File: config.mk
export PLATFORM = sky130hd
export DESIGN_NAME = PeakScanner
export DESIGN_NICKNAME = d
export VERILOG_FILES = /design/src/source/NoteFinderPkg.sv /design/src/source/PeakScanner.sv
export SDC_FILE = /design/constraint.sdc
export NUM_CORES = 2
export LEC_CHECK = 0
export BUFFER_PORTS_ARGS = -buffer_cell sky130_fd_sc_hd__buf_4
export CAP_MARGIN = 10
export CORE_AREA = 4 4 761 763
export DETAILED_ROUTE_END_ITERATION = 8
export DIE_AREA = 0 0 765 767
export MAX_ROUTING_LAYER = met4
export PLACE_DENSITY_LB_ADDON = 0.25
export SETUP_SLACK_MARGIN = 0.15
export SLEW_MARGIN = 5
export SYNTH_ARGS = -nofsm -noshare
export SYNTH_HDL_FRONTEND = slang
export SYNTH_SLANG_ARGS = --single-unit
File: constraint.sdc
create_clock -name clk -period 5.9 [get_ports clk]
set_input_delay 0.59 -clock clk [delete_from_list [all_inputs] [get_ports clk]]
set_output_delay 0.59 -clock clk [all_outputs]
set_load 0.1 [all_outputs]
File: src/source/NoteFinderPkg.sv
package NoteFinderPkg;

    localparam int BinWidth      = 16; // Bin magnitude, amplitude and threshold width
    localparam int BinsPerOctave = 24;
    localparam int SlotCount     = 12; // One slot per semitone, two bins each
    localparam int PosFracBits   = 11; // Position is 5.11 fixed point within an octave
    localparam int PosWidth      = 16;
    localparam int CountWidth    = 8;  // Published frame counter
    localparam int AddrWidth     = 12;
    localparam int DataWidth     = 32;

    typedef logic [BinWidth-1:0]  binVal_t;
    typedef logic [PosWidth-1:0]  notePos_t;
    typedef logic [3:0]           slotIdx_t;
    typedef logic [AddrWidth-1:0] axiAddr_t;
    typedef logic [DataWidth-1:0] axiData_t;

    // Candidate handed from the scanner to the merger, one per scan step
    typedef struct packed {
        logic     hasPeak;
        slotIdx_t slot;
        notePos_t position;
        binVal_t  amplitude;
        logic     lastStep; // Set on the final step of a frame
    } peakCand_t;

    typedef struct packed {
        logic     valid;
        notePos_t position;
        binVal_t  amplitude;
    } note_t;

    typedef struct packed {
        logic     awvalid;
        axiAddr_t awaddr;
        logic     wvalid;
        axiData_t wdata;
        logic [DataWidth/8-1:0] wstrb;
        logic     bready;
    } axiLiteWrReq_t;

    typedef struct packed {
        logic     arvalid;
        axiAddr_t araddr;
        logic     rready;
    } axiLiteRdReq_t;

    typedef struct packed {
        axiLiteWrReq_t wr;
        axiLiteRdReq_t rd;
    } axiLiteReq_t;

    typedef struct packed {
        logic       awready;
        logic       wready;
        logic       bvalid;
        logic [1:0] bresp;
    } axiLiteWrRsp_t;

    typedef struct packed {
        logic       arready;
        logic       rvalid;
        logic [1:0] rresp;
        axiData_t   rdata;
    } axiLiteRdRsp_t;

    typedef struct packed {
        axiLiteWrRsp_t wr;
        axiLiteRdRsp_t rd;
    } axiLiteRsp_t;

    // Write side map
    localparam axiAddr_t BinBase       = 12'h000; // Bin k at byte 4k
    localparam axiAddr_t ThresholdAddr = 12'h200;
    localparam axiAddr_t StartAddr     = 12'h204;
    // Read side map
    localparam axiAddr_t NoteBase      = 12'h000; // Slot s at byte 4s
    localparam axiAddr_t StatusAddr    = 12'h040;

    localparam logic [1:0] RespOkay = 2'b00;

endpackage

File: src/source/PeakScanner.sv
`timescale 1ns/1ps

module PeakScanner
    import NoteFinderPkg::*;
#(
    parameter int NumOctaves = 5
)
(
    input  logic      clk,
    input  logic      rst,
    input  binVal_t [NumOctaves*BinsPerOctave-1:0] binFrame,
    input  binVal_t   threshold,
    input  logic      frameStart,
    output logic      busy,       // Scan active or last candidate still in flight
    output logic      clearSlots, // frameStart delayed by one cycle
    output peakCand_t cand        // Registered, one step behind the counters
);

    localparam int FrameBins = NumOctaves * BinsPerOctave;
    localparam int OctW      = (NumOctaves > 1) ? $clog2(NumOctaves) : 1;
    localparam int IdxW      = $clog2(FrameBins + 1);

    logic            active;
    logic [OctW-1:0] octave;
    slotIdx_t        slot;     // Runs fastest
    logic            finalStep;
    logic [IdxW-1:0] leftIdx;  // Frame index of the left bin of the pair
    logic [IdxW-1:0] rightIdx;
    binVal_t         farLeft;
    binVal_t         leftBin;
    binVal_t         rightBin;
    binVal_t         farRight;
    logic            leftPeak;
    logic            rightPeak;
    peakCand_t       candNext;

    // Strict local maximum that also clears the threshold
    function automatic logic isPeak(binVal_t lower, binVal_t here, binVal_t upper, binVal_t thr);
        return (lower < here) && (here > upper) && (here > thr);
    endfunction

    always_comb
    begin
        leftIdx  = IdxW'(octave * BinsPerOctave + slot * 2);
        rightIdx = leftIdx + 1'b1;
        leftBin  = binFrame[leftIdx];
        rightBin = binFrame[rightIdx];
        // Neighbors beyond either end of the frame read as zero
        farLeft  = (leftIdx == '0) ? '0 : binFrame[leftIdx - 1'b1];
        farRight = (rightIdx == IdxW'(FrameBins - 1)) ? '0 : binFrame[rightIdx + 1'b1];

        leftPeak  = isPeak(farLeft, leftBin, rightBin, threshold);
        rightPeak = isPeak(leftBin, rightBin, farRight, threshold);

        finalStep = (octave == OctW'(NumOctaves - 1)) && (slot == slotIdx_t'(SlotCount - 1));

        candNext.hasPeak   = active && (leftPeak || rightPeak);
        candNext.slot      = slot;
        // Left bin wins when both bins of the pair peak
        candNext.position  = notePos_t'({slot, !leftPeak}) << PosFracBits; // Whole bin, no fraction
        candNext.amplitude = leftPeak ? leftBin : rightBin;
        candNext.lastStep  = active && finalStep;
    end

    // Stay busy until the last candidate has reached the merger
    assign busy = active || cand.lastStep;

    always_ff @(posedge clk or posedge rst)
    begin
        if (rst)
        begin
            active     <= 1'b0;
            octave     <= '0;
            slot       <= '0;
            clearSlots <= 1'b0;
            cand       <= '0;
        end
        else
        begin
            clearSlots <= frameStart;
            cand       <= candNext;
            if (frameStart)
            begin
                active <= 1'b1; // Counters already sit at zero between frames
                octave <= '0;
                slot   <= '0;
            end
            else if (active)
            begin
                if (finalStep)
                begin
                    active <= 1'b0;
                    octave <= '0;
                    slot   <= '0;
                end
                else if (slot == slotIdx_t'(SlotCount - 1))
                begin
                    slot   <= '0;
                    octave <= octave + 1'b1; // Next octave
                end
                else
                begin
                    slot <= slot + 1'b1;
                end
            end
        end
    end

endmodule

After elaboration in Yosys (flattened, before gate mapping)
Cells that the tools add are included.

cells by class
  add/subtract/negate cells = 6
  $mul = 1
  $lt $le $gt $ge = 10
  eq/ne operators = 3
  multiplexer cells = 22
  reduce and logical (&&, ||, !) cells = 14

operators with widths
  cell                 number
  $bmux 16 s7          4
  $mux 16              7
  $gt 16x16->1         4
  $lt 16x16->1         2
  $lt 7x8->1 const B   4
  $mux 4               4
  $add 7x1->7 const B  2
  $mux 3               4
  $add 7x5->7          1
  $eq 7x7->1 const B   1
  $logic_and 1x1->1    7
  $logic_not 7->1      1
  $sub 7x1->7 const B  1
  $add 4x1->4 const B  1
  $eq 4x4->1 const B   1
  $mul 3x2->4 const B  1
  $add 3x1->3 const B  1
  $eq 3x3->1 const B   1
  $mux 1               3
  $reduce_bool 3->1    1
  $logic_or 1x1->1     2
  $reduce_and 2->1     1
  $reduce_bool 2->1    1
  $logic_not 1->1      1

word-level totals
  register bits after elaboration = 36
  input bits = 1939
  output and inout port bits = 40
  logic and storage cells = 65

Longest topological paths before layout
  word-level depth = 12
  mapped depth = 31

Worst setup path after synthesis
No wires, ideal clock.

  path type = reg2reg
  start point = register slot[0]
  end point = register cand[1] (netlist name)
  arrival = 5.990 ns
  required time = 5.758 ns
  setup slack = -0.232 ns
  stages on the path, launching flop included = 29
  buffers on the path = 13
  period minus slack after synthesis = 6.132 ns
  path through = dfrtp_1 > buf_4 > buf_6 > buf_6 > buf_4 > buf_4 > buf_2 > buf_2 > inv_1 > ha_1 > buf_2 > buf_2 > clkbuf_1 > clkbuf_1 > mux4_2 > mux4_2 > mux2i_1 > a211oi_1 > ha_1 > a21oi_1 > o21ai_0 > a41oi_1 > o41ai_1 > a2111oi_0 > nand4b_1 > o21a_1 > buf_6 > buf_12 > mux2i_1

RTL lines
  element                   RTL line            source
  start: declaration        PeakScanner.sv:25   slotIdx_t slot;
  start signal: assignment  PeakScanner.sv:103  slot <= slot + 1'b1;
  end signal: assignment    PeakScanner.sv:81   cand <= candNext;
  end: declaration          PeakScanner.sv:16   output peakCand_t cand

==> impl_metrics.ini <==
[setup_path]
crit_family = buffers and inverters
cp.arrival_ns = 5.92
crit_top_cell = buf_6
cp_cell_sequence = inv_2 -> ha_4 -> inv_2 -> fa_4 -> buf_12 -> xor2_4 -> buf_12 -> buf_16 -> buf_6 -> mux4_2 -> mux2i_4 -> buf_6 -> a211oi_4 -> ha_4 -> a21o_1 -> nand3_1 -> a21oi_2 -> buf_6 -> a2111oi_4 -> buf_4 -> nand4b_1 -> o21a_4 -> clkbuf_16 -> mux2i_1
endpoint_kind = flop
critPathKind = flop to flop
crit_path_start_kind = flop
path_max_fanout = 6
critical_path_buf_inv_count = 10
crit_path_top_delay_cell = fa_4
crit_required_ns = 6.09
cpPeakStageDelay_ns = 0.79

[die]
rows = 278
initial_core_util_pct = 5.956
fp.dieW_um = 765
dieArea_um2 = 586800
die-height_um = 767
io_pins = 1979
core_um2 = 572200

[timing]
fin_crit_sh_pct = 97.10
rsz0062_at_grt = yes
slew_viol_final = 0
fin_skew_ns = 0.005012
worst_pin_slew_ns = 1.099
fmax_ghz = 0.1746
slew_headroom_pct = 25.94
setup_viol = 0
fin_setup_tns_ns = 0
hold_violations = 0
period_needed_ns = 5.729

[route]
drc = 0
ant_nets = 0
num_vias = 40290
routed_wl_um = 483700
dr.first_iter.drc_count = 3431
post_drt_wl_per_cell_um = 39.27
post_drt_via_cell_ratio = 3.271
first_pass_iters = 6

[logic_synthesis]
avgSynthCellArea_um2 = 13.56
synth_compound_area_share_pct = 6.928
synthSimpleGateAreaFrac_pct = 4.318
syn_area_um2 = 34080
ys_seq_elements = 32
yosys_warnings = 0
synth_seq_area_share_pct = 2.350
synth_ff_type = dfrtp_1
muxShareOfSynthArea_pct = 76.78
synth_xor_area_share_pct = 0.4296
postSynthCellCount = 2513
synth-adder-area-share_pct = 3.238
synth_top_family_by_area = multiplexers
async_flop_share_pct = 100.0
synth_edf_count = 0
ys_types = 60

[grt]
antenna_found_initial = 282
grt_pass1_vias = 41100
grt_max_degree = 65
grtUsageTotal_pct = 16.20
grt_pass1_wl_um = 574300
grt_overflow_total = 0

[power_and_ir_drop]
power_density_nw_per_um2 = 167.2
ir_drop_v = 0.0001142
p_leak_uw = 0.02285

[job]
drv_cap = 0

[outcome]
status = finished, final reports clean

[clock_network]
clk_latency_ns = 0.31
htreeDepth = 2
cts_tree = yes
numCtsBuffers = 5
cts.sinks = 32
cts_buffer_depth = 2
cts.clk_slew.worst_paths_ns = 0.07
cts_hold_buf = 0
root_buffer = clkbuf_16

[cells_and_area]
final_nets = 6626
n_fill_cell = 65540
area_growth_pct = 84.73
final_cell_count_no_fill = 12320
drive_gt1_share_pct = 79.57

[placement]
dp_hpwl_um = 451900
port_buffers = 1967
dp.cells = 12130
gp_congestion = 0.9126

[hold_path]
min_path_type = input port to asynchronous set/reset pin
metrics by stage:
stage / hold slack, ns / power [uW] / setup slack [ns] / area (um^2) / utilization (%)
after global routing: 0.4474 / 11020 / 0.004788 / 62860 / 10.99
after floorplan: 0.3810 / 4374 / 0.1694 / 34180 / -
after global placement: 0.5223 / 10240 / -2.368 / 61530 / 10.75
after detailed placement: 0.5226 / 10200 / -0.6133 / 61550 / 10.76
after CTS: 0.4203 / 10740 / 0.05441 / 62330 / 10.89
final: 0.4065 / 10530 / 0.1711 / 62960 / 11.00
worst paths after layout:
check	startpoint	end	slack [ns]	cells past startpoint
max	octave[0]	cand[11]	0.17	24
min	rst	clearSlots	0.41	3
max reg2reg	octave[0]	cand[11]	0.17	24
min reg2reg	slot[3]	cand[32]	0.54	1
max in group asynchronous	rst	slot[1]	5.05	3
min in group clk	frameStart	clearSlots	0.52	1
layout by cell type (no fill, tap or decap), types with 20 or more instances in the layout:
cell type / synthesis / layout
mux4_2: 1096 / 1096
diode_2: 0 / 155
buf_4: 46 / 2283
inv_1: 70 / 67
a21oi_1: 131 / 110
mux2i_1: 141 / 132
o22ai_1: 34 / 33
nand2_1: 125 / 118
a21oi_2: 0 / 20
o21ai_0: 97 / 63
nor2_1: 83 / 80
nand3_1: 63 / 59
dfrtp_1: 32 / 30
o221ai_1: 32 / 31
buf_12: 1 / 116
a21o_1: 21 / 21
ha_1: 85 / 75
report_power, final:
part | leakage, uW | switching (uW) | total (uW) | internal, uW
clock | 0.0000814 | 135 | 336 | 202
combinational | 0.0224 | 5730 | 9850 | 4130
sequential | 0.000390 | 66.5 | 335 | 269
metal layers:
| metal | share of wire (%) | vias up | track usage [%] |
|---|---|---|---|
| met3 | 7.7 | 341 | 4.589 |
| met2 | 46 | 2587 | 25.71 |
| met1 | 45 | 21580 | 21.09 |
| met5 | 0 | - | - |
| met4 | 1.4 | 0 | 1.629 |
| li1 | - | 15780 | - |
cells by family (layout without fill, tap and decap cells):
kind of cell             Yosys count  in the layout
multiplexers                    1242           1242
buffers and inverters            418           2496
AO/OA/AOI/OAI                    391            391
AND/OR/NAND/NOR                  327            327
adder cells (fa/ha/maj)           87             87
flip-flops                        32             32
XOR/XNOR                          15             15
other                              1            166
state kept, by name, summed over array words and instances (netlist names):
| name | flops |
|---|---|
| active | 1 |
| clearSlots | 1 |
| octave | 3 |
| slot | 4 |
| cand | 23 |
layout make-up:
cell class,count,area [um^2],share of cell area (%)
antenna,155,387.9,0.6161
multi-input combinational,2073,32120,51.02
sequential,32,808.3,1.284
inverter,70,265.3,0.4213
clock inverter,3,46.29,0.07354
timing repair buffer,2418,19740,31.36
tap,7560,9459,15.03
clock buffer,5,125.1,0.1987
cell usage after synthesis (5+ instances only):
cell type	count	area share [%]
nor2_1	83	0.91
clkbuf_1	121	1.3
buf_6	11	0.36
a22oi_1	6	0.13
inv_1	70	0.77
nand3_1	63	0.93
a211oi_1	34	0.75
nor2b_1	6	0.11
mux2i_1	141	4.1
xor2_1	5	0.13
nand4_1	18	0.33
buf_4	46	1.0
and3_1	5	0.092
buf_2	139	2.0
xnor2_1	8	0.21
o21ai_0	97	1.4
ha_1	85	3.1
dfrtp_1	32	2.3
o22ai_1	34	0.62
a21o_1	21	0.46
nand2_1	125	1.4
mux4_2	1096	72
a31oi_1	17	0.31
a21oi_1	131	1.9
o221ai_1	32	0.82
buf_1	29	0.32
nor3_1	6	0.088
tightest hold or removal path, delay by kind of cell:
kind	cells	cell delay [ns]
buf+inv	3	0.57
timing repair:
item,in CTS,in global routing
cloned,1,1
pin swaps,15,16
buffers inserted,21,0
endpoints found under the setup margin,18,18
gates resized for setup,84,50
Power figures use the tool's default switching activity.
