**config.mk**
```make
export PLATFORM = sky130hd
export DESIGN_NAME = NoteReadPort
export DESIGN_NICKNAME = d
export VERILOG_FILES = /design/src/source/NoteFinderPkg.sv /design/src/source/NoteReadPort.sv
export SDC_FILE = /design/constraint.sdc
export NUM_CORES = 1
export LEC_CHECK = 0
export BUFFER_PORTS_ARGS = -buffer_cell sky130_fd_sc_hd__buf_4
export CORE_AREA = 2 2 199 201
export CTS_CLUSTER_DIAMETER = 40
export DETAILED_ROUTE_END_ITERATION = 7
export DIE_AREA = 0 0 201 203
export PLACE_DENSITY_LB_ADDON = 0.15
export SLEW_MARGIN = 25
export SYNTH_ARGS = -nofsm -noshare
export SYNTH_HDL_FRONTEND = slang
export SYNTH_SLANG_ARGS = --single-unit
```
**constraint.sdc**
```tcl
create_clock -name clk -period 2.2 [get_ports clk]
set_clock_uncertainty 0.1 [all_clocks]
set_input_delay 0.44 -clock clk [delete_from_list [all_inputs] [get_ports clk]]
set_output_delay 0.44 -clock clk [all_outputs]
set_load 0.01 [all_outputs]
```
**src/source/NoteFinderPkg.sv**
```systemverilog
package NoteFinderPkg;

    localparam int BinWidth      = 16; // Bin magnitude, amplitude and threshold width
    localparam int BinsPerOctave = 24;
    localparam int SlotCount     = 12; // One slot per semitone, two bins each
    localparam int PosFracBits   = 11; // Position is 5.11 fixed point within an octave
    localparam int PosWidth      = 16;
    localparam int CountWidth    = 8;  // Published frame counter
    localparam int AddrWidth     = 12;
    localparam int DataWidth     = 32;

    typedef logic [BinWidth-1:0]  binVal_t;
    typedef logic [PosWidth-1:0]  notePos_t;
    typedef logic [3:0]           slotIdx_t;
    typedef logic [AddrWidth-1:0] axiAddr_t;
    typedef logic [DataWidth-1:0] axiData_t;

    // Candidate handed from the scanner to the merger, one per scan step
    typedef struct packed {
        logic     hasPeak;
        slotIdx_t slot;
        notePos_t position;
        binVal_t  amplitude;
        logic     lastStep; // Set on the final step of a frame
    } peakCand_t;

    typedef struct packed {
        logic     valid;
        notePos_t position;
        binVal_t  amplitude;
    } note_t;

    typedef struct packed {
        logic     awvalid;
        axiAddr_t awaddr;
        logic     wvalid;
        axiData_t wdata;
        logic [DataWidth/8-1:0] wstrb;
        logic     bready;
    } axiLiteWrReq_t;

    typedef struct packed {
        logic     arvalid;
        axiAddr_t araddr;
        logic     rready;
    } axiLiteRdReq_t;

    typedef struct packed {
        axiLiteWrReq_t wr;
        axiLiteRdReq_t rd;
    } axiLiteReq_t;

    typedef struct packed {
        logic       awready;
        logic       wready;
        logic       bvalid;
        logic [1:0] bresp;
    } axiLiteWrRsp_t;

    typedef struct packed {
        logic       arready;
        logic       rvalid;
        logic [1:0] rresp;
        axiData_t   rdata;
    } axiLiteRdRsp_t;

    typedef struct packed {
        axiLiteWrRsp_t wr;
        axiLiteRdRsp_t rd;
    } axiLiteRsp_t;

    // Write side map
    localparam axiAddr_t BinBase       = 12'h000; // Bin k at byte 4k
    localparam axiAddr_t ThresholdAddr = 12'h200;
    localparam axiAddr_t StartAddr     = 12'h204;
    // Read side map
    localparam axiAddr_t NoteBase      = 12'h000; // Slot s at byte 4s
    localparam axiAddr_t StatusAddr    = 12'h040;

    localparam logic [1:0] RespOkay = 2'b00;

endpackage

```
**src/source/NoteReadPort.sv**
```systemverilog
`timescale 1ns/1ps

module NoteReadPort
    import NoteFinderPkg::*;
(
    input  logic                  clk,
    input  logic                  rst,
    input  axiLiteReq_t           axiReq,
    output axiLiteRdRsp_t         readRsp,
    input  note_t [SlotCount-1:0] notes,
    input  logic                  busy,
    input  logic [CountWidth-1:0] frameCount
);

    logic                 rValid;
    axiData_t             rData;      // Held until the master takes it
    axiData_t             readWord;   // Decoded word for the current AR address
    axiAddr_t             noteOffset;
    logic [AddrWidth-3:0] noteWord;
    slotIdx_t             noteIdx;
    logic [SlotCount-1:0] validMask;

    always_comb
    begin
        for (int i = 0; i < SlotCount; i++)
        begin
            validMask[i] = notes[i].valid;
        end

        noteOffset = axiReq.rd.araddr - NoteBase;
        noteWord   = noteOffset[AddrWidth-1:2];
        noteIdx    = slotIdx_t'(noteWord);

        readWord = '0; // Unmapped addresses and empty slots read as zero
        if (axiReq.rd.araddr[AddrWidth-1:2] == StatusAddr[AddrWidth-1:2])
        begin
            // Count on top, busy in bit 16, valid mask at the bottom
            readWord = {frameCount, 7'b0, busy, 4'b0, validMask};
        end
        else if (32'(noteWord) < SlotCount)
        begin
            if (notes[noteIdx].valid)
            begin
                readWord = {notes[noteIdx].position, notes[noteIdx].amplitude};
            end
        end
    end

    // Address accepted whenever the data slot is free
    assign readRsp = '{
        arready: !rValid,
        rvalid:  rValid,
        rresp:   RespOkay,
        rdata:   rData
    };

    always_ff @(posedge clk or posedge rst)
    begin
        if (rst)
        begin
            rValid <= 1'b0;
        end
        else if (axiReq.rd.arvalid && !rValid)
        begin
            rValid <= 1'b1; // Data shows up the cycle after the AR transfer
        end
        else if (axiReq.rd.rready)
        begin
            rValid <= 1'b0;
        end
    end

    always_ff @(posedge clk)
    begin
        if (axiReq.rd.arvalid && !rValid)
        begin
            rData <= readWord;
        end
    end

endmodule

```
# After elaboration in Yosys (flattened, before gate mapping)
# Cells that the tools add are included.
# word_totals
regBits,33
in_bits,472
out_inout_bits,36
elab_cells,19
# op_classes
n_lt_le_gt_ge,2
eq_ne,1
n_mux,7
n_bitwise,2
n_reduce_logical,4
# op_table
op,count
binary-select mux 33 bit (select 4 bit),1
two-way mux 32 bit,3
two-way mux 33 bit,1
"== test 10 x 5 -> 1 bit, second input constant",1
"< comparator 10 x 4 -> 1 bit, second input constant",1
"< comparator 4 x 5 -> 1 bit, second input constant",1
OR reduction 3 bit,1
two-way mux 1 bit,2
inverter 1 bit,2
nonzero test 2 bit,1
logical AND 1 bit,1
logical NOT 1 bit,1

# Logic depth before layout (Yosys ltp)
# Gate-level depths: netlist of the first run.
# logic_depth
depth_word,5
mapped_depth,8
ltp_nobuf,4

# Least setup slack after synthesis of the first run
# OpenSTA, ideal clock, no wires.
# synth_path
kind,input -> register
start,input port axiReq[13] (netlist bit)
end,register rData[0] (enable)
t_arrival_ps,1910
required_time_ps,1674
setup_slack_ps,-236
cell_stages,1
path_cell_list,nor2b_1
# synth_via
elab_chain_len,1
# synth_lines
item,line_no,source
start: declaration,NoteReadPort.sv:8,"input axiLiteReq_t axiReq,"
logical AND 1 bit,NoteReadPort.sv:75,if (axiReq.rd.arvalid && !rValid)
end signal: assignment,NoteReadPort.sv:77,rData <= readWord;
end: declaration,NoteReadPort.sv:16,axiData_t rData;
# No other way between the ends.
# A chain may end at the register's enable or synchronous reset.

# Worst setup path after layout of the first run
# layout_path
start,input port axiReq[9] (netlist bit)
end,register rData[30] (data pin)
# layout_via
elab_chain_len,3
elab_cells_between_ends,4
cone_classes,order compare (1); eq/ne (1); mux (2)
# layout_lines
item,line_no,source
< comparator 10 x 4 -> 1 bit,NoteReadPort.sv:40,else if (32'(noteWord) < SlotCount)
two-way mux 32 bit,NoteReadPort.sv:40,
two-way mux 32 bit (*),NoteReadPort.sv:35,if (axiReq.rd.araddr[AddrWidth-1:2] == StatusAddr[AddrWidth-1:2])
named net readWord[30],NoteReadPort.sv:17,axiData_t readWord;
# The timed path passes the listed nets; every way through them passes the cells marked *.

==> results of run 1 <==
[cell type report]
class | instances | area, µm²
multi-input combinational | 243 | 3150
timing repair buffer | 514 | 4050
fill | 4174 | 29500
tap | 518 | 648
clock buffer | 8 | 146
sequential | 33 | 986
antenna | 1 | 2.50
inverter | 4 | 15.0
[state kept, by name (all words and copies together) (netlist names)]
register	flops
rValid	1
rData	32
[final timing paths]
check / to / slack, ns / depth (start not counted)
min: rValid / 0.21 / 2
min in group asynchronous: rValid / 0.44 / 3
max: rData[30] / 0.11 / 6
max reg2reg: rData[27] / 0.87 / 2
max in group asynchronous: rValid / 1.47 / 3
min reg2reg: rValid / 0.51 / 2
[placed cells by master (no fill, tap or decap), drive strengths merged, types with 3 or more instances in the layout]
| cell type | netlist | routed |
|---|---|---|
| buf | 22 | 513 |
| mux4 | 99 | 99 |
| nand2 | 53 | 53 |
| edfxtp | 32 | 32 |
| a22oi | 21 | 21 |
| a22o | 21 | 21 |
| mux2i | 11 | 11 |
| o21ai | 11 | 11 |
| and2 | 11 | 11 |
| clkbuf | 18 | 8 |
| inv | 4 | 4 |
| nor2b | 3 | 3 |
[power breakdown]
part | leakage [nW] | internal (mW) | total, mW | switching [mW]
logic | 3.60 | 0.958 | 1.47 | 0.511
registers | 0.325 | 0.734 | 0.747 | 0.0137
clock network | 0.0712 | 0.454 | 0.782 | 0.327
total | 4.00 | 2.15 | 3.00 | 0.852
[worst register-to-register path, stage by stage, from the launching register on]
cell	delay, ns
dfrtp_1	0.42
nor2b_4	0.13
buf_4	0.32
[cells by family after synthesis]
kind of cell,count (synthesis)
muxes,110
and+or+nand+nor,75
AOI/OAI and AO/OA,56
buffers and inverters,44
DFF,33
other,1
[what timing repair did]
action,4_1_cts,5_1_grt
hold buffers,1,0
buffers inserted,0,0
endpoints found under the hold margin,1,0
[layer usage]
metal  track usage  share of wire  up-vias
met5             0        0.00044        -
met1         0.144           0.38     2383
met3        0.0440          0.090       10
met4        0.0206         0.0085        2
met2         0.241           0.52      302
li1              -              -     2328
[stage by stage]
step                      setup slack, ns  instance area, µm²
final                               0.107                9000
after global routing               0.0343                9000
after CTS                           0.101                9000
after detailed placement           -0.205                8840
after global placement             -0.192                8840
after floorplan                    -0.107                4330
==> results.tsv, run 1 <==
stage	metric	value	unit
global_routing	grt_pass1_wl	38.6	mm
floorplanning	die_area	40800	µm²
outcome	status	completed	
sta	whs	0.206	ns
clocking	cts_root_buffer	clkbuf_16	
route	dr_total_vias	5025	
pwr	power_density	333	nW/µm²
critical_path	path_buf_inv	2	
floorplanning	die_h	203	µm
pwr	leakagePower	4.00	nW
floorplanning	dieWidth	201	µm
synth	synth_most_common_cell	mux4_2	
worst_hold_path	hp-class	input port to register	
critical_path	critical_path.max_fanout	32	
clocking	cts_buffer_depth	2	
synth	yosys-top-cells-count	mux4_2, nand2_1, edfxtp_1	
synth	synth_compound_area_frac	0.0967	
finish	layout-drive-gt1-share	0.782	
synth	yosys_warnings	0	
synth	syn_area_per_cell	13.5	µm²
route	via_per_inst	3.80	
synth	yosys.area_share.simple	0.0817	
clocking	post_cts_resized	0	
sta	rsz0062_at_grt	false	
synth	synth_area	4320	µm²
synth	synth_area_leaders	mux4_2, edfxtp_1, nand2_1, a22o_1, a22oi_1	
sta	slew-limit-headroom	0.544	
pwr	report.power.total	3.00	mW
critical_path	crit_chain	buf_4, or4_4, or3_4, nor4_4, buf_12, a22o_1	
sta	worst_pin_slew	0.683	ns
synth	synthCells	319	
synth	synth_top_area_frac	0.516	
global_routing	grt_max_degree	33	
global_routing	overflow	0	
critical_path	cp-start-kind	input port	
synth	synth_seq_cells	33	
route	drtIter0Drc	136	
sta	finalSetupViolCount	0	
critical_path	cp-end-kind	register	
clocking	clk_pin_slew	0.07	ns
clocking	htree_num_levels	2	
synth	ys.flop_type	edfxtp_1	
placement	gp_congestion	0.815	
global_routing	grt_pass1_vias	5808	
synth	ys_seq_area_frac	0.228	
synth	synthAdderAreaFrac	0	
critical_path	max_stage_delay	0.54	ns
sta	final_hold_viol_count	0	
critical_path	worst_ep_required_time	2.26	ns
job	maxCapViolCount	0	
sta	tns	0	ns
floorplanning	placementRows	72	
sta	final_period_minus_worst_setup_slack	2.09	ns
finish	layout.nets	1273	
critical_path	critPathSlowestCell	or4_4	
synth	synth_edf_count	32	
critical_path	cpLargestDelayFamily	simple AND/OR/NAND/NOR gates	
finish	stdcell_count	1321	
finish	area_growth	108	%
clocking	cts_tree	done	
placement	dpl.cell_count	1311	
route	ant_nets	0	
placement	port_buffers	452	
global_routing	track_usage	0.129	
sta	fmax	478	MHz
synth	yosysTopAreaCell	mux4_2	
synth	synth_top_family_by_area	multiplexers	
global_routing	antenna_found_initial	1	
critical_path	worstReg2RegStart	rValid	
critical_path	cp.arrival	2.15	ns
clocking	cts_buffers	5	
synth	muxShareOfSynthArea	0.542	
clocking	clock_latency	0.30	ns
sta	period_share	0.951	
critical_path	critPathLaunch	axiReq[9]	
finish	final_util	0.234	
synth	synth.distinct_cells	26	
critical_path	setup.worst_path.class	input port to register	
sta	slew_viol_final	0	
route	drc	0	
floorplanning	core-area	38500	µm²
clocking	cts_num_sinks	33	
worst_hold_path	holdCritStartpoint	axiReq[0]	
pwr	ir_drop	0.238	mV
route	wl_per_cell	20.5	µm
synth	synthXorXnorAreaFrac	0	
floorplanning	ios	508	
floorplanning	initial_utilization	0.112	
synth	ys_async_sr_fraction	0.0303	
route	wirelength	27.1	mm
placement	dp_hpwl	23.1	mm
route	dr.pass1.iters	4	
Note: power is estimated with default switching activity, not from simulation.
==> run 2: changes to the inputs <==
CTS_BUF_LIST = sky130_fd_sc_hd__clkbuf_16   (was default)
==> run 2 against run 1 <==
- combinational power about the same
- fmax barely moved
- setup slack barely moved
- critical path type unchanged
- count of clock-buffer cells in the layout fell by 3
- final cell count is the same
- hold slack barely moved
- register-to-register slack hardly changed
- design area is 0.11% lower
- largest cell class unchanged
- critical endpoint unchanged
==> results.tsv, run 2 (synthesized netlist as in run 1, its figures left out) <==
stage	metric	value	unit
outcome	status	completed	
sta	worst_pin_slew	0.683	ns
placement	dp_hpwl	23.1	mm
critical_path	cp-end-kind	register	
pwr	p_sw_frac	0.288	
finish	final_common_cell	buf_4	
floorplanning	placementRows	72	
finish	regMostFlops	rData	
clocking	clock_latency	0.30	ns
sta	finalSetupViolCount	0	
critical_path	critPathSlowestCell	or4_4	
clocking	clk_pin_slew	0.07	ns
route	via_per_inst	3.80	
pwr	power_density	328	nW/µm²
clocking	cts_tree	done	
clocking	postCtsSetupRepairBufs	0	
sta	slew_viol_final	0	
finish	layout-drive-gt1-share	0.781	
sta	final_period_minus_worst_setup_slack	2.09	ns
floorplanning	die_h	203	µm
sta	whs	0.206	ns
pwr	seq_power_share	0.253	
pwr	p_int	2.10	mW
critical_path	worst_ep_required_time	2.26	ns
global_routing	track_usage	0.129	
global_routing	grt_pass1_wl	38.6	mm
global_routing	grt_pass1_vias	5809	
placement	gp_congestion	0.815	
critical_path	crit_chain	buf_4, or4_4, or3_4, nor4_4, buf_12, a22o_1	
critical_path	critical_path.max_fanout	32	
placement	port_buffers	452	
finish	multi_input_area	3150	µm²
critical_path	setup.worst_path.class	input port to register	
route	wl_per_cell	20.5	µm
pwr	leakagePower	4.00	nW
clocking	cts_num_sinks	33	
pwr	ir_drop	0.228	mV
global_routing	antenna_found_initial	1	
finish	largest_reg_flops	32	
route	ant_nets	0	
global_routing	overflow	0	
finish	stdcell_area	8990	µm²
critical_path	max_stage_delay	0.54	ns
floorplanning	die_area	40800	µm²
floorplanning	core-area	38500	µm²
finish	stdcell_count	1321	
route	dr_total_vias	5022	
pwr	p_switching	0.852	mW
sta	fin_ws	0.107	ns
pwr	clockPowerShare	0.249	
sta	rsz0062_at_grt	false	
finish	final_util	0.234	
placement	place_area	8840	µm²
pwr	p_comb_frac	0.498	
floorplanning	dieWidth	201	µm
floorplanning	ios	508	
finish	area_growth	108	%
route	dr.pass1.iters	4	
finish	top_regs	rData x32, rValid x1	
floorplanning	initial_utilization	0.112	
global_routing	grt_max_degree	33	
critical_path	cp-start-kind	input port	
sta	fmax	478	MHz
placement	dpl.cell_count	1311	
route	drtIter0Drc	142	
job	maxCapViolCount	0	
clocking	post_cts_resized	0	
clocking	cts_buffer_depth	2	
sta	final_hold_viol_count	0	
clocking	cts_buffers	5	
finish	final_cell_mix	buf_4, mux4_2, nand2_1	
critical_path	cp.arrival	2.15	ns
finish	fill_cells	4177	
clocking	cts_root_buffer	clkbuf_16	
finish	layout.area.seq	986	µm²
worst_hold_path	hp-class	input port to register	
sta	period_share	0.952	
placement	dpl_worst_slack	-0.205	ns
route	wirelength	27.1	mm
route	drc	0	
clocking	htree_num_levels	2	
sta	slew-limit-headroom	0.544	
finish	layout.nets	1273	
[run 2: path summary, 6_finish.rpt]
check / from / endpoint / slack [ns] / cells after the start
max in group asynchronous: rst / rValid / 1.47 / 3
min in group asynchronous: rst / rValid / 0.44 / 3
worst max-delay path: axiReq[9] / rData[30] / 0.11 / 6
worst min-delay path: axiReq[0] / rValid / 0.21 / 2
worst max register to register: rValid / rData[27] / 0.87 / 2
worst min register to register: rValid / rValid / 0.51 / 2
[run 2: metrics by stage]
stage / TNS [ns] / power [mW]
finish: 0 / 2.95
global route: 0 / 3.12
CTS: 0 / 3.04
detailed placement: -6.06 / 2.27
global placement: -5.59 / 2.26
floorplan: -2.11 / 1.32
[run 2: layout make-up]
class                   count  share of cell area
diodes                      1            0.000278
flip-flops and latches     33               0.110
clock inverters             3             0.00125
multi-input cells         243               0.351
clock buffers               5              0.0139
inverters                   4             0.00167
repair buffers            514               0.451
well taps                 518              0.0721
[run 2: what timing repair did]
action | 4_1_cts | 5_1_grt
endpoints found under the hold margin | 1 | 0
hold buffers | 1 | 0
endpoints found under the setup margin | 0 | 0
[run 2: routing by layer]
| layer | part of all wire | vias to the layer above | wire length [µm] | GRT usage |
|---|---|---|---|---|
| met4 | 0.0084 | 2 | 226 | 0.0206 |
| met3 | 0.089 | 11 | 2400 | 0.0440 |
| met2 | 0.52 | 298 | 14200 | 0.241 |
| li1 | - | 2328 | - | - |
| met5 | 0.00044 | - | 12 | 0 |
| met1 | 0.38 | 2383 | 10300 | 0.144 |
[run 2: worst max-delay path: cells and delay by family]
| family | cells | cell delay, ns |
|---|---|---|
| compound gates | 1 | 0.16 |
| buf+inv | 2 | 0.37 |
| simple gates | 3 | 1.16 |
[run 2: power groups by stage]
stage | Sequential (mW) | Combinational, mW | Clock (mW)
6_report | 0.747 | 1.47 | 0.736
5_1_grt | 0.752 | 1.59 | 0.787
4_1_cts | 0.748 | 1.51 | 0.781
3_5_place_dp | 0.762 | 1.51 | 0
3_3_place_gp | 0.761 | 1.50 | 0
2_1_floorplan | 0.781 | 0.543 | 0
==> run 3: changes to the inputs <==
PLACE_DENSITY_LB_ADDON = 0.3   (was 0.15)
==> run 3 against run 2 <==
- critical path depth stayed put
- register-to-register slack better by 0.04 ns
- global-route usage down 0.065 points
- sequential share of layout area rose by 0.24 points
- die area is the same
- sequential power about the same
- largest power group unchanged
- routed wire length is essentially flat
- clock power fell by 2%
- utilization down 0.51 points
- final cell count down 0.83%
- sequential cell count unchanged
- largest cell class unchanged
- combinational power decreased by 3%
==> results.tsv, run 3 (synthesized netlist as in run 1, its figures left out) <==
stage	metric	value	unit
outcome	status	completed	
floorplanning	dieWidth	201	µm
finish	area_growth	104	%
finish	top_regs	rData x32, rValid x1	
clocking	htree_num_levels	2	
critical_path	reg2reg_slack	0.91	ns
clocking	cts_num_sinks	33	
clocking	cts_buffer_depth	2	
placement	port_buffers	452	
floorplanning	initial_utilization	0.112	
sta	tns	0	ns
global_routing	grt_pass1_vias	5787	
placement	place_area	8640	µm²
placement	gp_congestion	0.912	
sta	fmax	479	MHz
critical_path	cp-start-kind	input port	
finish	stdcell_area	8800	µm²
route	via_per_inst	3.88	
finish	fill_cells	4203	
clocking	clock_latency	0.29	ns
route	dr.pass1.iters	4	
critical_path	cp.arrival	2.15	ns
clocking	cts_tree	done	
critical_path	cp-end-kind	register	
sta	finalSetupViolCount	0	
global_routing	antenna_found_initial	3	
job	maxCapViolCount	0	
clocking	postCtsSetupRepairBufs	0	
floorplanning	ios	508	
finish	regMostFlops	rData	
pwr	leakagePower	3.91	nW
sta	slew_viol_final	0	
clocking	cts_buffers	5	
critical_path	critical_path.max_fanout	8	
route	dr_total_vias	5086	
floorplanning	placementRows	72	
route	drtIter0Drc	159	
critical_path	setup.worst_path.class	input port to register	
sta	whs	0.211	ns
global_routing	track_usage	0.129	
sta	rsz0062_at_grt	false	
floorplanning	die_area	40800	µm²
route	wl_per_cell	20.7	µm
global_routing	grt_max_degree	22	
finish	layout-drive-gt1-share	0.777	
route	wirelength	27.1	mm
global_routing	overflow	0	
global_routing	grt_pass1_wl	37.7	mm
placement	dpl_worst_slack	-0.242	ns
finish	largest_reg_flops	32	
sta	worst_pin_slew	0.766	ns
worst_hold_path	hp-class	input port to register	
route	ant_nets	0	
sta	period_share	0.948	
finish	final_cell_mix	buf_4, mux4_2, nand2_1	
finish	layout.nets	1261	
critical_path	worst_ep_required_time	2.26	ns
placement	dp_hpwl	23.1	mm
sta	final_period_minus_worst_setup_slack	2.09	ns
floorplanning	core-area	38500	µm²
pwr	ir_drop	0.212	mV
pwr	power_density	329	nW/µm²
clocking	cts_root_buffer	clkbuf_16	
sta	fin_ws	0.114	ns
finish	layout.area.seq	986	µm²
finish	multi_input_area	3150	µm²
route	drc	0	
clocking	clk_pin_slew	0.06	ns
sta	final_hold_viol_count	0	
finish	final_common_cell	buf_4	
sta	slew-limit-headroom	0.488	
floorplanning	die_h	203	µm
==> run 3: cell count changes in the layout (fill, tap and decap cells not counted) <==
cell     delta
buf_6       +1
diode_2     +1
buf_4       -4
buf_12      -9
==> run 3: cell type report <==
type / instances / area share
Multi-Input combinational cell: 243 / 0.358
Antenna cell: 2 / 0.000569
Clock buffer: 5 / 0.0142
Timing Repair Buffer: 502 / 0.438
Sequential cell: 33 / 0.112
Tap cell: 518 / 0.0737
Inverter: 4 / 0.00171
Clock inverter: 3 / 0.00128
==> run 3: metal layers <==
metal	part of all wire	up-vias	track usage	routed length (µm)
met1	0.35	2438	0.133	9500
met2	0.55	321	0.250	14800
met3	0.084	21	0.0395	2270
met5	0.00048	-	0	13
li1	-	2304	-	-
met4	0.017	2	0.0323	464
==> run 3: path summary, 6_finish.rpt <==
kind,depth (start not counted),startpoint,to
worst max-delay path,6,axiReq[9],rData[28]
worst min-delay path,2,axiReq[0],rValid
worst max register to register,2,rValid,rData[28]
worst min register to register,2,rValid,rValid
max in group asynchronous,3,rst,rValid
min in group asynchronous,3,rst,rValid
==> run 3: per-stage QoR <==
stage | std cells | util | total power, mW
after detailed placement | 1299 | 0.225 | 2.22
after CTS | 1308 | 0.228 | 2.99
after global placement | 1299 | 0.225 | 2.21
after global routing | 1310 | 0.229 | 3.08
after floorplan | 320 | - | 1.32
final | 1310 | 0.229 | 2.90
==> run 3: what timing repair did <==
| item | in CTS | in global routing |
|---|---|---|
| setup endpoints to repair | 0 | 3 |
| hold buffers | 1 | 0 |
| endpoints found under the hold margin | 1 | 0 |
| resized for setup | 0 | 1 |
==> run 3: worst max-delay path, stage by stage <==
cell and delay, ns:
buf_4 0.11, or4_4 0.54, or3_4 0.37, nor4_4 0.28
buf_4 0.25, a22o_1 0.15
==> run 3: power breakdown <==
group / internal [mW] / switching (mW)
clock network: 0.409 / 0.310
logic: 0.922 / 0.507
registers: 0.734 / 0.0148
